**src/source/cpu_consts.svh**
```systemverilog
`ifndef CPU_CONSTS_SVH
`define CPU_CONSTS_SVH

`define RESET_PC    32'h0000_0000
`define NOP_INSTR   32'h0000_0013   // addi x0, x0, 0

// opcodes
`define OPC_OP      7'b0110011
`define OPC_OPIMM   7'b0010011
`define OPC_LUI     7'b0110111
`define OPC_LOAD    7'b0000011
`define OPC_STORE   7'b0100011
`define OPC_BRANCH  7'b1100011

// funct3 / funct7
`define F3_ADD      3'b000
`define F3_SLL      3'b001
`define F3_SLT      3'b010
`define F3_XOR      3'b100
`define F3_SRL      3'b101
`define F3_OR       3'b110
`define F3_AND      3'b111
`define F3_BEQ      3'b000
`define F3_BNE      3'b001
`define F3_WORD     3'b010
`define F7_SUB      7'b0100000

// alu operations
`define ALU_ADD     4'd0
`define ALU_SUB     4'd1
`define ALU_AND     4'd2
`define ALU_OR      4'd3
`define ALU_XOR     4'd4
`define ALU_SLT     4'd5
`define ALU_SLL     4'd6
`define ALU_SRL     4'd7

// writeback sources
`define WB_ALU      2'd0
`define WB_MEM      2'd1
`define WB_IMM      2'd2

`endif

```
**src/source/cpu_pkg.sv**
```systemverilog
package cpu_pkg;

    typedef logic [31:0] word_t;
    typedef logic [4:0]  reg_addr_t;
    typedef logic [3:0]  alu_op_t;
    typedef logic [1:0]  wb_src_t;

    //////////////////////////////////////////////////
    // pipeline registers
    //////////////////////////////////////////////////

    typedef struct packed {
        logic  valid;
        word_t pc;
        word_t instr;
    } if_id_t;

    typedef struct packed {
        logic      valid;
        word_t     pc;
        word_t     op_a;        // rs1 after forwarding
        word_t     op_b;        // rs2 or immediate
        word_t     store_data;
        word_t     imm;
        alu_op_t   alu_op;
        logic      is_branch;
        logic      branch_ne;
        logic      mem_rd;
        logic      mem_wr;
        wb_src_t   wb_src;
        reg_addr_t rd;
        logic      rd_wr;
    } id_ex_t;

    typedef struct packed {
        logic      valid;
        word_t     alu_result;
        word_t     store_data;
        word_t     imm;
        logic      mem_rd;
        logic      mem_wr;
        wb_src_t   wb_src;
        reg_addr_t rd;
        logic      rd_wr;
    } ex_mem_t;

    typedef struct packed {
        reg_addr_t rd;
        logic      rd_wr;
        word_t     data;
    } mem_wb_t;

    // result fed back to decode
    typedef struct packed {
        reg_addr_t rd;
        logic      rd_wr;
        word_t     data;
    } fwd_t;

endpackage

```
**src/source/fetch_stage.sv**
```systemverilog
`timescale 1ns/100ps
`include "cpu_consts.svh"

module fetch_stage (
    input  logic            clk,
    input  logic            arst_n_i,
    input  cpu_pkg::word_t  instruction_i,
    input  logic            stall_i,
    input  logic            redirect_i,
    input  cpu_pkg::word_t  redirect_pc_i,
    output cpu_pkg::word_t  pc_o,
    output cpu_pkg::if_id_t if_id_o
);

    cpu_pkg::word_t  pc_q;
    cpu_pkg::if_id_t if_id_q;

    // static not-taken, so only a resolved branch moves the pc off pc+4
    always_ff @(posedge clk or negedge arst_n_i) begin
        if (!arst_n_i) begin
            pc_q <= `RESET_PC;
        end else if (redirect_i) begin
            pc_q <= redirect_pc_i;
        end else if (!stall_i) begin
            pc_q <= pc_q + 32'd4;
        end
    end

    //////////////////////////////////////////////////
    // if/id register
    //////////////////////////////////////////////////

    always_ff @(posedge clk or negedge arst_n_i) begin
        if (!arst_n_i) begin
            if_id_q <= '{valid: 1'b0, pc: `RESET_PC, instr: `NOP_INSTR};
        end else if (redirect_i) begin
            if_id_q <= '{valid: 1'b0, pc: pc_q, instr: `NOP_INSTR};  // wrong-path fetch
        end else if (!stall_i) begin
            if_id_q <= '{valid: 1'b1, pc: pc_q, instr: instruction_i};
        end
    end

    assign pc_o    = pc_q;
    assign if_id_o = if_id_q;

endmodule

```
**src/source/decode_stage.sv**
```systemverilog
`timescale 1ns/100ps
`include "cpu_consts.svh"

module decode_stage (
    input  logic               clk,
    input  logic               arst_n_i,
    input  cpu_pkg::if_id_t    if_id_i,
    input  cpu_pkg::word_t     rs1_data_i,
    input  cpu_pkg::word_t     rs2_data_i,
    output cpu_pkg::reg_addr_t rs1_addr_o,
    output cpu_pkg::reg_addr_t rs2_addr_o,
    input  cpu_pkg::fwd_t      ex_fwd_i,
    input  cpu_pkg::fwd_t      mem_fwd_i,
    input  cpu_pkg::mem_wb_t   wb_i,
    input  logic               redirect_i,
    output logic               stall_o,
    output cpu_pkg::id_ex_t    id_ex_o
);

    logic [6:0]         opcode;
    logic [2:0]         funct3;
    logic [6:0]         funct7;
    cpu_pkg::reg_addr_t rd;
    cpu_pkg::reg_addr_t rs1;
    cpu_pkg::reg_addr_t rs2;
    cpu_pkg::word_t     imm_i;
    cpu_pkg::word_t     imm_s;
    cpu_pkg::word_t     imm_b;
    cpu_pkg::word_t     imm_u;
    cpu_pkg::word_t     rs1_val;
    cpu_pkg::word_t     rs2_val;
    logic               uses_rs2;
    cpu_pkg::id_ex_t    id_ex_d;
    cpu_pkg::id_ex_t    id_ex_q;

    // newest producer wins, x0 never forwards
    function automatic cpu_pkg::word_t fwd_sel(
        input cpu_pkg::reg_addr_t addr,
        input cpu_pkg::word_t     rf_val,
        input cpu_pkg::fwd_t      ex_fwd,
        input cpu_pkg::fwd_t      mem_fwd,
        input cpu_pkg::mem_wb_t   wb
    );
        cpu_pkg::word_t val;
        val = rf_val;
        if (addr != '0) begin
            if (ex_fwd.rd_wr && ex_fwd.rd == addr) begin
                val = ex_fwd.data;
            end else if (mem_fwd.rd_wr && mem_fwd.rd == addr) begin
                val = mem_fwd.data;
            end else if (wb.rd_wr && wb.rd == addr) begin
                val = wb.data;
            end
        end
        return val;
    endfunction

    assign opcode = if_id_i.instr[6:0];
    assign rd     = if_id_i.instr[11:7];
    assign funct3 = if_id_i.instr[14:12];
    assign rs1    = if_id_i.instr[19:15];
    assign rs2    = if_id_i.instr[24:20];
    assign funct7 = if_id_i.instr[31:25];

    assign imm_i = {{20{if_id_i.instr[31]}}, if_id_i.instr[31:20]};
    assign imm_s = {{20{if_id_i.instr[31]}}, if_id_i.instr[31:25], if_id_i.instr[11:7]};
    assign imm_b = {{19{if_id_i.instr[31]}}, if_id_i.instr[31], if_id_i.instr[7],
                    if_id_i.instr[30:25], if_id_i.instr[11:8], 1'b0};
    assign imm_u = {if_id_i.instr[31:12], 12'b0};

    assign rs1_addr_o = rs1;
    assign rs2_addr_o = rs2;

    always_comb begin
        rs1_val = fwd_sel(rs1, rs1_data_i, ex_fwd_i, mem_fwd_i, wb_i);
        rs2_val = fwd_sel(rs2, rs2_data_i, ex_fwd_i, mem_fwd_i, wb_i);
    end

    always_comb begin
        id_ex_d            = '0;
        id_ex_d.valid      = if_id_i.valid;
        id_ex_d.pc         = if_id_i.pc;
        id_ex_d.op_a       = rs1_val;
        id_ex_d.op_b       = imm_i;
        id_ex_d.store_data = rs2_val;
        id_ex_d.imm        = imm_i;
        id_ex_d.alu_op     = `ALU_ADD;
        id_ex_d.wb_src     = `WB_ALU;
        id_ex_d.rd         = rd;
        uses_rs2           = 1'b0;
        case (opcode)
            `OPC_OP, `OPC_OPIMM: begin
                uses_rs2      = (opcode == `OPC_OP);
                id_ex_d.op_b  = uses_rs2 ? rs2_val : imm_i;
                id_ex_d.rd_wr = 1'b1;
                case (funct3)
                    `F3_ADD: id_ex_d.alu_op = (uses_rs2 && funct7 == `F7_SUB) ? `ALU_SUB
                                                                               : `ALU_ADD;
                    `F3_SLT: id_ex_d.alu_op = `ALU_SLT;
                    `F3_XOR: id_ex_d.alu_op = `ALU_XOR;
                    `F3_OR:  id_ex_d.alu_op = `ALU_OR;
                    `F3_AND: id_ex_d.alu_op = `ALU_AND;
                    `F3_SLL: begin
                        id_ex_d.alu_op = `ALU_SLL;
                        id_ex_d.rd_wr  = uses_rs2;  // no immediate shifts
                    end
                    `F3_SRL: begin
                        id_ex_d.alu_op = `ALU_SRL;
                        id_ex_d.rd_wr  = uses_rs2;
                    end
                    default: id_ex_d.rd_wr = 1'b0;
                endcase
            end
            `OPC_LUI: begin
                id_ex_d.imm    = imm_u;
                id_ex_d.wb_src = `WB_IMM;
                id_ex_d.rd_wr  = 1'b1;
            end
            `OPC_LOAD: begin
                id_ex_d.mem_rd = (funct3 == `F3_WORD);
                id_ex_d.rd_wr  = (funct3 == `F3_WORD);
                id_ex_d.wb_src = `WB_MEM;
            end
            `OPC_STORE: begin
                uses_rs2       = 1'b1;
                id_ex_d.op_b   = imm_s;
                id_ex_d.imm    = imm_s;
                id_ex_d.mem_wr = (funct3 == `F3_WORD);
            end
            `OPC_BRANCH: begin
                uses_rs2          = 1'b1;
                id_ex_d.op_b      = rs2_val;
                id_ex_d.imm       = imm_b;
                id_ex_d.is_branch = (funct3 == `F3_BEQ) || (funct3 == `F3_BNE);
                id_ex_d.branch_ne = (funct3 == `F3_BNE);
            end
            default: ;  // unknown opcode runs as a nop
        endcase
    end

    // load in ex, its data is only on the bus one cycle later
    assign stall_o = if_id_i.valid && id_ex_q.valid && id_ex_q.mem_rd && id_ex_q.rd != '0 &&
                     (id_ex_q.rd == rs1 || (uses_rs2 && id_ex_q.rd == rs2));

    always_ff @(posedge clk or negedge arst_n_i) begin
        if (!arst_n_i) begin
            id_ex_q <= '0;
        end else if (redirect_i || stall_o) begin
            id_ex_q <= '0;  // bubble
        end else begin
            id_ex_q <= id_ex_d;
        end
    end

    assign id_ex_o = id_ex_q;

endmodule

```
**src/source/register_file.sv**
```systemverilog
`timescale 1ns/100ps

module register_file (
    input  logic               clk,
    input  logic               arst_n_i,
    input  cpu_pkg::reg_addr_t rs1_addr_i,
    input  cpu_pkg::reg_addr_t rs2_addr_i,
    output cpu_pkg::word_t     rs1_data_o,
    output cpu_pkg::word_t     rs2_data_o,
    input  cpu_pkg::mem_wb_t   wb_i
);

    cpu_pkg::word_t regs [1:31];   // x0 has no storage
    logic           wr_en;

    assign wr_en = wb_i.rd_wr && wb_i.rd != '0;

    always_ff @(posedge clk or negedge arst_n_i) begin
        if (!arst_n_i) begin
            for (int i = 1; i < 32; i++) begin
                regs[i] <= '0;
            end
        end else if (wr_en) begin
            regs[wb_i.rd] <= wb_i.data;
        end
    end

    // write-through so wb and decode can share a cycle
    always_comb begin
        rs1_data_o = '0;
        rs2_data_o = '0;
        if (rs1_addr_i != '0) begin
            rs1_data_o = (wr_en && wb_i.rd == rs1_addr_i) ? wb_i.data : regs[rs1_addr_i];
        end
        if (rs2_addr_i != '0) begin
            rs2_data_o = (wr_en && wb_i.rd == rs2_addr_i) ? wb_i.data : regs[rs2_addr_i];
        end
    end

endmodule

```
**src/source/execute_stage.sv**
```systemverilog
`timescale 1ns/100ps
`include "cpu_consts.svh"

module execute_stage (
    input  logic             clk,
    input  logic             arst_n_i,
    input  cpu_pkg::id_ex_t  id_ex_i,
    output logic             redirect_o,
    output cpu_pkg::word_t   redirect_pc_o,
    output cpu_pkg::fwd_t    ex_fwd_o,
    output cpu_pkg::ex_mem_t ex_mem_o
);

    cpu_pkg::word_t   alu_result;
    logic             operands_eq;
    cpu_pkg::ex_mem_t ex_mem_q;

    //////////////////////////////////////////////////
    // alu
    //////////////////////////////////////////////////

    always_comb begin
        case (id_ex_i.alu_op)
            `ALU_SUB: alu_result = id_ex_i.op_a - id_ex_i.op_b;
            `ALU_AND: alu_result = id_ex_i.op_a & id_ex_i.op_b;
            `ALU_OR:  alu_result = id_ex_i.op_a | id_ex_i.op_b;
            `ALU_XOR: alu_result = id_ex_i.op_a ^ id_ex_i.op_b;
            `ALU_SLT: alu_result = {31'b0, $signed(id_ex_i.op_a) < $signed(id_ex_i.op_b)};
            `ALU_SLL: alu_result = id_ex_i.op_a << id_ex_i.op_b[4:0];
            `ALU_SRL: alu_result = id_ex_i.op_a >> id_ex_i.op_b[4:0];
            default:  alu_result = id_ex_i.op_a + id_ex_i.op_b;   // add, address calc
        endcase
    end

    // predicted not-taken, any taken branch is a redirect
    assign operands_eq   = (id_ex_i.op_a == id_ex_i.op_b);
    assign redirect_o    = id_ex_i.valid && id_ex_i.is_branch &&
                           (operands_eq != id_ex_i.branch_ne);
    assign redirect_pc_o = id_ex_i.pc + id_ex_i.imm;

    // distance-1 forwarding, loads are caught by the stall in decode
    assign ex_fwd_o.rd    = id_ex_i.rd;
    assign ex_fwd_o.rd_wr = id_ex_i.valid && id_ex_i.rd_wr;
    assign ex_fwd_o.data  = (id_ex_i.wb_src == `WB_IMM) ? id_ex_i.imm : alu_result;

    //////////////////////////////////////////////////
    // ex/mem register
    //////////////////////////////////////////////////

    always_ff @(posedge clk or negedge arst_n_i) begin
        if (!arst_n_i) begin
            ex_mem_q <= '0;
        end else begin
            ex_mem_q.valid      <= id_ex_i.valid;
            ex_mem_q.alu_result <= alu_result;
            ex_mem_q.store_data <= id_ex_i.store_data;
            ex_mem_q.imm        <= id_ex_i.imm;
            ex_mem_q.mem_rd     <= id_ex_i.mem_rd;
            ex_mem_q.mem_wr     <= id_ex_i.mem_wr;
            ex_mem_q.wb_src     <= id_ex_i.wb_src;
            ex_mem_q.rd         <= id_ex_i.rd;
            ex_mem_q.rd_wr      <= id_ex_i.rd_wr;
        end
    end

    assign ex_mem_o = ex_mem_q;

endmodule

```
**src/source/mem_wb_stage.sv**
```systemverilog
`timescale 1ns/100ps
`include "cpu_consts.svh"

module mem_wb_stage (
    input  logic             clk,
    input  logic             arst_n_i,
    input  cpu_pkg::ex_mem_t ex_mem_i,
    input  cpu_pkg::word_t   mem_rd_data_i,
    output cpu_pkg::word_t   mem_addr_o,
    output cpu_pkg::word_t   mem_wr_data_o,
    output logic             mem_wr_o,
    output cpu_pkg::fwd_t    mem_fwd_o,
    output cpu_pkg::mem_wb_t mem_wb_o
);

    cpu_pkg::word_t   wb_data;
    logic             wr_valid;
    cpu_pkg::mem_wb_t mem_wb_q;

    // data bus, read data comes back in the same cycle
    assign mem_addr_o    = ex_mem_i.alu_result;
    assign mem_wr_data_o = ex_mem_i.store_data;
    assign mem_wr_o      = ex_mem_i.valid && ex_mem_i.mem_wr;

    always_comb begin
        if (ex_mem_i.mem_rd) begin
            wb_data = mem_rd_data_i;
        end else if (ex_mem_i.wb_src == `WB_IMM) begin
            wb_data = ex_mem_i.imm;   // lui
        end else begin
            wb_data = ex_mem_i.alu_result;
        end
    end

    assign wr_valid = ex_mem_i.valid && ex_mem_i.rd_wr;

    assign mem_fwd_o.rd    = ex_mem_i.rd;
    assign mem_fwd_o.rd_wr = wr_valid;
    assign mem_fwd_o.data  = wb_data;

    always_ff @(posedge clk or negedge arst_n_i) begin
        if (!arst_n_i) begin
            mem_wb_q <= '0;
        end else begin
            mem_wb_q <= '{rd: ex_mem_i.rd, rd_wr: wr_valid, data: wb_data};
        end
    end

    assign mem_wb_o = mem_wb_q;

endmodule

```
**src/source/cpu.sv**
```systemverilog
`timescale 1ns/100ps

module cpu (
    input  logic           clk,
    input  logic           arst_n_i,

    input  cpu_pkg::word_t instruction_i,
    output cpu_pkg::word_t rom_addr_o,

    input  cpu_pkg::word_t mem_rd_data_i,
    output cpu_pkg::word_t mem_addr_o,
    output cpu_pkg::word_t mem_wr_data_o,
    output logic           mem_wr_o
);

    cpu_pkg::if_id_t    if_id;
    cpu_pkg::id_ex_t    id_ex;
    cpu_pkg::ex_mem_t   ex_mem;
    cpu_pkg::mem_wb_t   mem_wb;

    cpu_pkg::fwd_t      ex_fwd;
    cpu_pkg::fwd_t      mem_fwd;

    cpu_pkg::reg_addr_t rs1_addr;
    cpu_pkg::reg_addr_t rs2_addr;
    cpu_pkg::word_t     rs1_data;
    cpu_pkg::word_t     rs2_data;

    logic               stall;
    logic               redirect;
    cpu_pkg::word_t     redirect_pc;

    fetch_stage fetch_stage_inst (
        .clk           (clk),
        .arst_n_i      (arst_n_i),
        .instruction_i (instruction_i),
        .stall_i       (stall),
        .redirect_i    (redirect),
        .redirect_pc_i (redirect_pc),
        .pc_o          (rom_addr_o),
        .if_id_o       (if_id)
    );

    decode_stage decode_stage_inst (
        .clk        (clk),
        .arst_n_i   (arst_n_i),
        .if_id_i    (if_id),
        .rs1_data_i (rs1_data),
        .rs2_data_i (rs2_data),
        .rs1_addr_o (rs1_addr),
        .rs2_addr_o (rs2_addr),
        .ex_fwd_i   (ex_fwd),
        .mem_fwd_i  (mem_fwd),
        .wb_i       (mem_wb),
        .redirect_i (redirect),
        .stall_o    (stall),
        .id_ex_o    (id_ex)
    );

    register_file register_file_inst (
        .clk        (clk),
        .arst_n_i   (arst_n_i),
        .rs1_addr_i (rs1_addr),
        .rs2_addr_i (rs2_addr),
        .rs1_data_o (rs1_data),
        .rs2_data_o (rs2_data),
        .wb_i       (mem_wb)
    );

    execute_stage execute_stage_inst (
        .clk           (clk),
        .arst_n_i      (arst_n_i),
        .id_ex_i       (id_ex),
        .redirect_o    (redirect),
        .redirect_pc_o (redirect_pc),
        .ex_fwd_o      (ex_fwd),
        .ex_mem_o      (ex_mem)
    );

    mem_wb_stage mem_wb_stage_inst (
        .clk           (clk),
        .arst_n_i      (arst_n_i),
        .ex_mem_i      (ex_mem),
        .mem_rd_data_i (mem_rd_data_i),
        .mem_addr_o    (mem_addr_o),
        .mem_wr_data_o (mem_wr_data_o),
        .mem_wr_o      (mem_wr_o),
        .mem_fwd_o     (mem_fwd),
        .mem_wb_o      (mem_wb)
    );

endmodule

```
**config.mk**
```make
export PLATFORM = sky130hd
export DESIGN_NAME = cpu
export DESIGN_NICKNAME = d
export VERILOG_FILES = /design/src/source/cpu_pkg.sv /design/src/source/fetch_stage.sv /design/src/source/decode_stage.sv /design/src/source/register_file.sv /design/src/source/execute_stage.sv /design/src/source/mem_wb_stage.sv /design/src/source/cpu.sv
export VERILOG_INCLUDE_DIRS = /design/src /design/src/source
export SDC_FILE = /design/constraint.sdc
export NUM_CORES = 2
export LEC_CHECK = 0
export ABC_CLOCK_PERIOD_IN_PS = 4100
export BUFFER_PORTS_ARGS = -buffer_cell sky130_fd_sc_hd__buf_4
export CORE_MARGIN = 10
export CORE_UTILIZATION = 58
export DETAILED_ROUTE_END_ITERATION = 7
export PLACE_DENSITY = 0.82
export SYNTH_ARGS = -nofsm -noshare
export SYNTH_HDL_FRONTEND = slang
export SYNTH_HIERARCHICAL = 1
export SYNTH_SLANG_ARGS = --single-unit
```
**constraint.sdc**
```tcl
create_clock -name clk -period 4.1 [get_ports clk]
set_clock_uncertainty 0.2 [all_clocks]
set_input_delay 0.205 -clock clk [delete_from_list [all_inputs] [get_ports clk]]
set_output_delay 0.205 -clock clk [all_outputs]
set_load 0.05 [all_outputs]
```
==> results.sh <==
export IMPL_peakVddDrop_uv=412
export IMPL_end_kind="register"
export IMPL_cp_cell_sequence="buf_4, mux4_2, a22oi_1, a211oi_1, a221o_1, o21ai_1, a311oi_1, buf_4, a2111oi_0, o32ai_1, buf_4"
export IMPL_cts_root_buf="clkbuf_16"
export IMPL_p_clk_share_pct=39.4
export IMPL_synth_edf_count=0
export IMPL_grtUsageTotal_pct=39.1
export IMPL_final_period_utilization_pct=102
export IMPL_ys_ff_latch=1410
export IMPL_hp_class="input port to register"
export IMPL_drive_gt1_share_pct=39.7
export IMPL_cp_depth=11
export IMPL_status="finished, violations left"
export IMPL_hold_viol=0
export IMPL_critical_path_top_delay_family="compound AO/OA/AOI/OAI gates"
export IMPL_clock_latency_ns=0.84
export IMPL_die_area_sq_um=158000
export IMPL_io_buffers=162
export IMPL_drc_errors=0
export IMPL_firstDrtPassIters=7
export IMPL_grt_pass1_vias=70100
export IMPL_grt_setup_unrepaired="true"
export IMPL_syn2layout_area_growth_pct=16.5
export IMPL_p_int_uw=25600
export IMPL_r2r_slack_ns=-0.07
export IMPL_dieWidth_um=398
export IMPL_first_iter_violations=10100
export IMPL_finalInstanceArea_sq_um=96600
export IMPL_ys_seq_area_share_pct=42.6
export IMPL_dr_total_vias=69100
export IMPL_finalSetupViolCount=1
export IMPL_antenna_found_initial=16
export IMPL_crit_fanout=32
export IMPL_cp_slowest_cell="dfrtp_4"
export IMPL_regToRegEndpoint="decode_stage_inst/id_ex_o[87]"
export IMPL_violations="negative setup slack"
export IMPL_fmax_mhz=240
export IMPL_worst_pin_slew_ns=1.22
export IMPL_clock_path_buffers=3
export IMPL_yosys_warnings=6
export IMPL_place_gp_congestion=1.05
export IMPL_cts_tree="yes"
export IMPL_hpwl_mm=208
export IMPL_antenna_left=0
export IMPL_ys_flop_type="dfrtp_1"
export IMPL_cts_sinks=1410
export IMPL_synth_cell_types=101
export IMPL_async_reset_ff_share_pct=100
export IMPL_stdcell_count=9397
export IMPL_grt_pass1_wl_mm=465
export IMPL_die_y_um=398
export IMPL_seq_power_share_pct=41.8
export IMPL_p_leak_uw=0.0439
export IMPL_grt_max_degree=157
export IMPL_cp_arrival_ns=4.70
export IMPL_critPathMostFrequentCell="buf_4"
export IMPL_htree_levels=4
export IMPL_fp_coreArea_sq_um=142000
export IMPL_fin_nets=7578
export IMPL_final_cell_mix="1,390 x dfrtp_1, 1,113 x mux2_2, 821 x buf_4"
export IMPL_via_per_inst=7.35
export IMPL_postSynthAreaPerCell_sq_um=11.9
export IMPL_path_buf_inv=3
export IMPL_tritoncts_num_buffers=154
export IMPL_finalWirelength_mm=317
export IMPL_drt_wirelength_per_cell_um=33.8
export IMPL_relSlewSlack_pct=18.8
export IMPL_p_per_area_nw_per_um2=381
export IMPL_final_common_cell="dfrtp_1"
export IMPL_placed_area_sq_um=89400
export IMPL_p_sw_share_pct=30.4
export IMPL_row_count=138
export IMPL_cp_data_required_time_ns=4.64
export IMPL_clk_pin_slew_worst_paths_ns=0.06
export IMPL_synth_area_sq_um=82900
export IMPL_synth_cells=6979
export IMPL_dpl_cell_count=9001
export IMPL_layout_setup_ws_ns=-0.0653
export IMPL_worstSetupPathType="register to register"
export IMPL_critPathLaunchType="register"
export IMPL_combPwrFrac_pct=18.8
export IMPL_reg2reg_from="fetch_stage_inst/if_id_o[22]"
export IMPL_power_switching_uw=11200
export IMPL_fin_crit_ns=4.17
export IMPL_globalRouteOverflowTotal=0
export IMPL_io_pins=163
export IMPL_startpoint="fetch_stage_inst/if_id_o[22]"
export IMPL_syn_nets=7177
export IMPL_maxCapViolations=0
export IMPL_crit_path_end="decode_stage_inst/id_ex_o[87]"
export IMPL_slew_violations=0
export IMPL_start_util_pct=58.5
export IMPL_critical_path_max_stage_delay_ns=0.83
export IMPL_ff2ff_path_depth=11
==> area by class of cell <==
type,instances,area [sq um]
Tap cell,1890,2360
Clock buffer,228,4590
Fill cell,9460,45200
Sequential cell,1410,35300
Timing Repair Buffer,997,8810
Multi-Input combinational cell,4649,44200
Antenna cell,9,22.5
Clock inverter,46,658
Inverter,168,634
==> power groups by stage <==
stage                     Combinational (uW)  Sequential [uW]  Clock, uW
after floorplan                         3790            15200          0
after global placement                  6260            15500          0
after detailed placement                6350            15500          0
after CTS                               6560            15300      14600
after global routing                    7180            15400      15100
final                                   6920            15400      14500
==> synth_stat cells, types with 71 or more instances <==
| cell | number | area [sq um] |
|---|---|---|
| inv_1 | 164 | 616 |
| dfrtp_1 | 1407 | 35200 |
| o22ai_1 | 92 | 576 |
| nor2_1 | 456 | 1710 |
| a21oi_1 | 240 | 1200 |
| a211oi_1 | 137 | 1030 |
| o21ai_0 | 218 | 1090 |
| buf_2 | 170 | 851 |
| mux2_2 | 1116 | 12600 |
| ha_1 | 129 | 1610 |
| buf_4 | 112 | 841 |
| nor3_1 | 186 | 931 |
| mux2i_1 | 222 | 2220 |
| nand3_1 | 133 | 666 |
| buf_1 | 77 | 289 |
| nand2_1 | 245 | 920 |
| a221oi_1 | 104 | 911 |
| mux4_2 | 466 | 10500 |
| clkbuf_1 | 362 | 1360 |
| xnor2_1 | 71 | 622 |
==> worst min-delay path by stage <==
| stage | start | to | slack (ns) | cells after the start |
|---|---|---|---|---|
| floorplan | arst_n_i | decode_stage_inst/id_ex_o[0] | -0.29 | 0 |
| global placement | arst_n_i | register_file_inst/regs[586] | 0.02 | 1 |
| detailed placement | arst_n_i | register_file_inst/regs[586] | 0.02 | 1 |
| CTS | instruction_i[24] | fetch_stage_inst/if_id_o[24] | 0.002 | 4 |
| global route | instruction_i[19] | fetch_stage_inst/if_id_o[19] | 0.04 | 4 |
| finish | instruction_i[24] | fetch_stage_inst/if_id_o[24] | 0.03 | 4 |
==> worst min-delay path: cells and delay by family <==
family | cells | cell delay, ns
buffers and inverters | 2 | 0.65
AND/OR/NAND/NOR | 1 | 0.08
multiplexers | 1 | 0.05
==> routing by layer <==
| layer | wire length, um | global-route usage (%) | up-vias |
|---|---|---|---|
| met5 | 123 | 0.272 | - |
| met4 | 27100 | 27.1 | 10 |
| met3 | 41700 | 13.6 | 1740 |
| met2 | 138000 | 57.6 | 5677 |
| met1 | 111000 | 48.1 | 34600 |
| li1 | - | - | 27100 |
==> registers in the layout, summed over array words and instances (netlist names) <==
register	cells
decode_stage_inst/id_ex_o	176
register_file_inst/regs	992
execute_stage_inst/ex_mem_o	107
mem_wb_stage_inst/mem_wb_o	38
fetch_stage_inst/pc_o	32
fetch_stage_inst/if_id_o	65
==> what timing repair did <==
item,4_1_cts,5_1_grt
hold endpoints to repair,1222,0
pin swaps,8,27
setup buffers,0,19
resized for setup,56,108
hold buffers,91,0
gates cloned,2,2
setup endpoints to repair,91,138
==> kinds of logic (layout without fill, tap and decap cells) <==
| kind of cell | Yosys count | after routing | synth area share [%] |
|---|---|---|---|
| compound gates | 1270 | 1270 | 10.8 |
| fa+ha+maj | 132 | 132 | 2.02 |
| buf+inv | 920 | 1439 | 5.18 |
| simple gates | 1343 | 1343 | 7.86 |
| xor+xnor | 99 | 99 | 1.05 |
| flops | 1410 | 1410 | 42.6 |
| mux | 1804 | 1804 | 30.5 |
| other cells | 1 | 10 | 0.00452 |
==> stage by stage <==
stage                     worst slack, ns  total power [uW]  utilization (%)  TNS (ns)  hold slack (ns)
after floorplan                     0.101             19000                -         0           -0.291
after global placement             -0.522             21800             63.1     -9.58           0.0153
after detailed placement           -0.561             21900             63.1    -12.94           0.0154
after CTS                        -0.00549             36400             67.6  -0.00549          0.00195
after global routing              -0.0923             37700             68.1    -0.436           0.0428
final                             -0.0653             36800             68.1   -0.0653           0.0270
(Power assumes the default switching activity.)
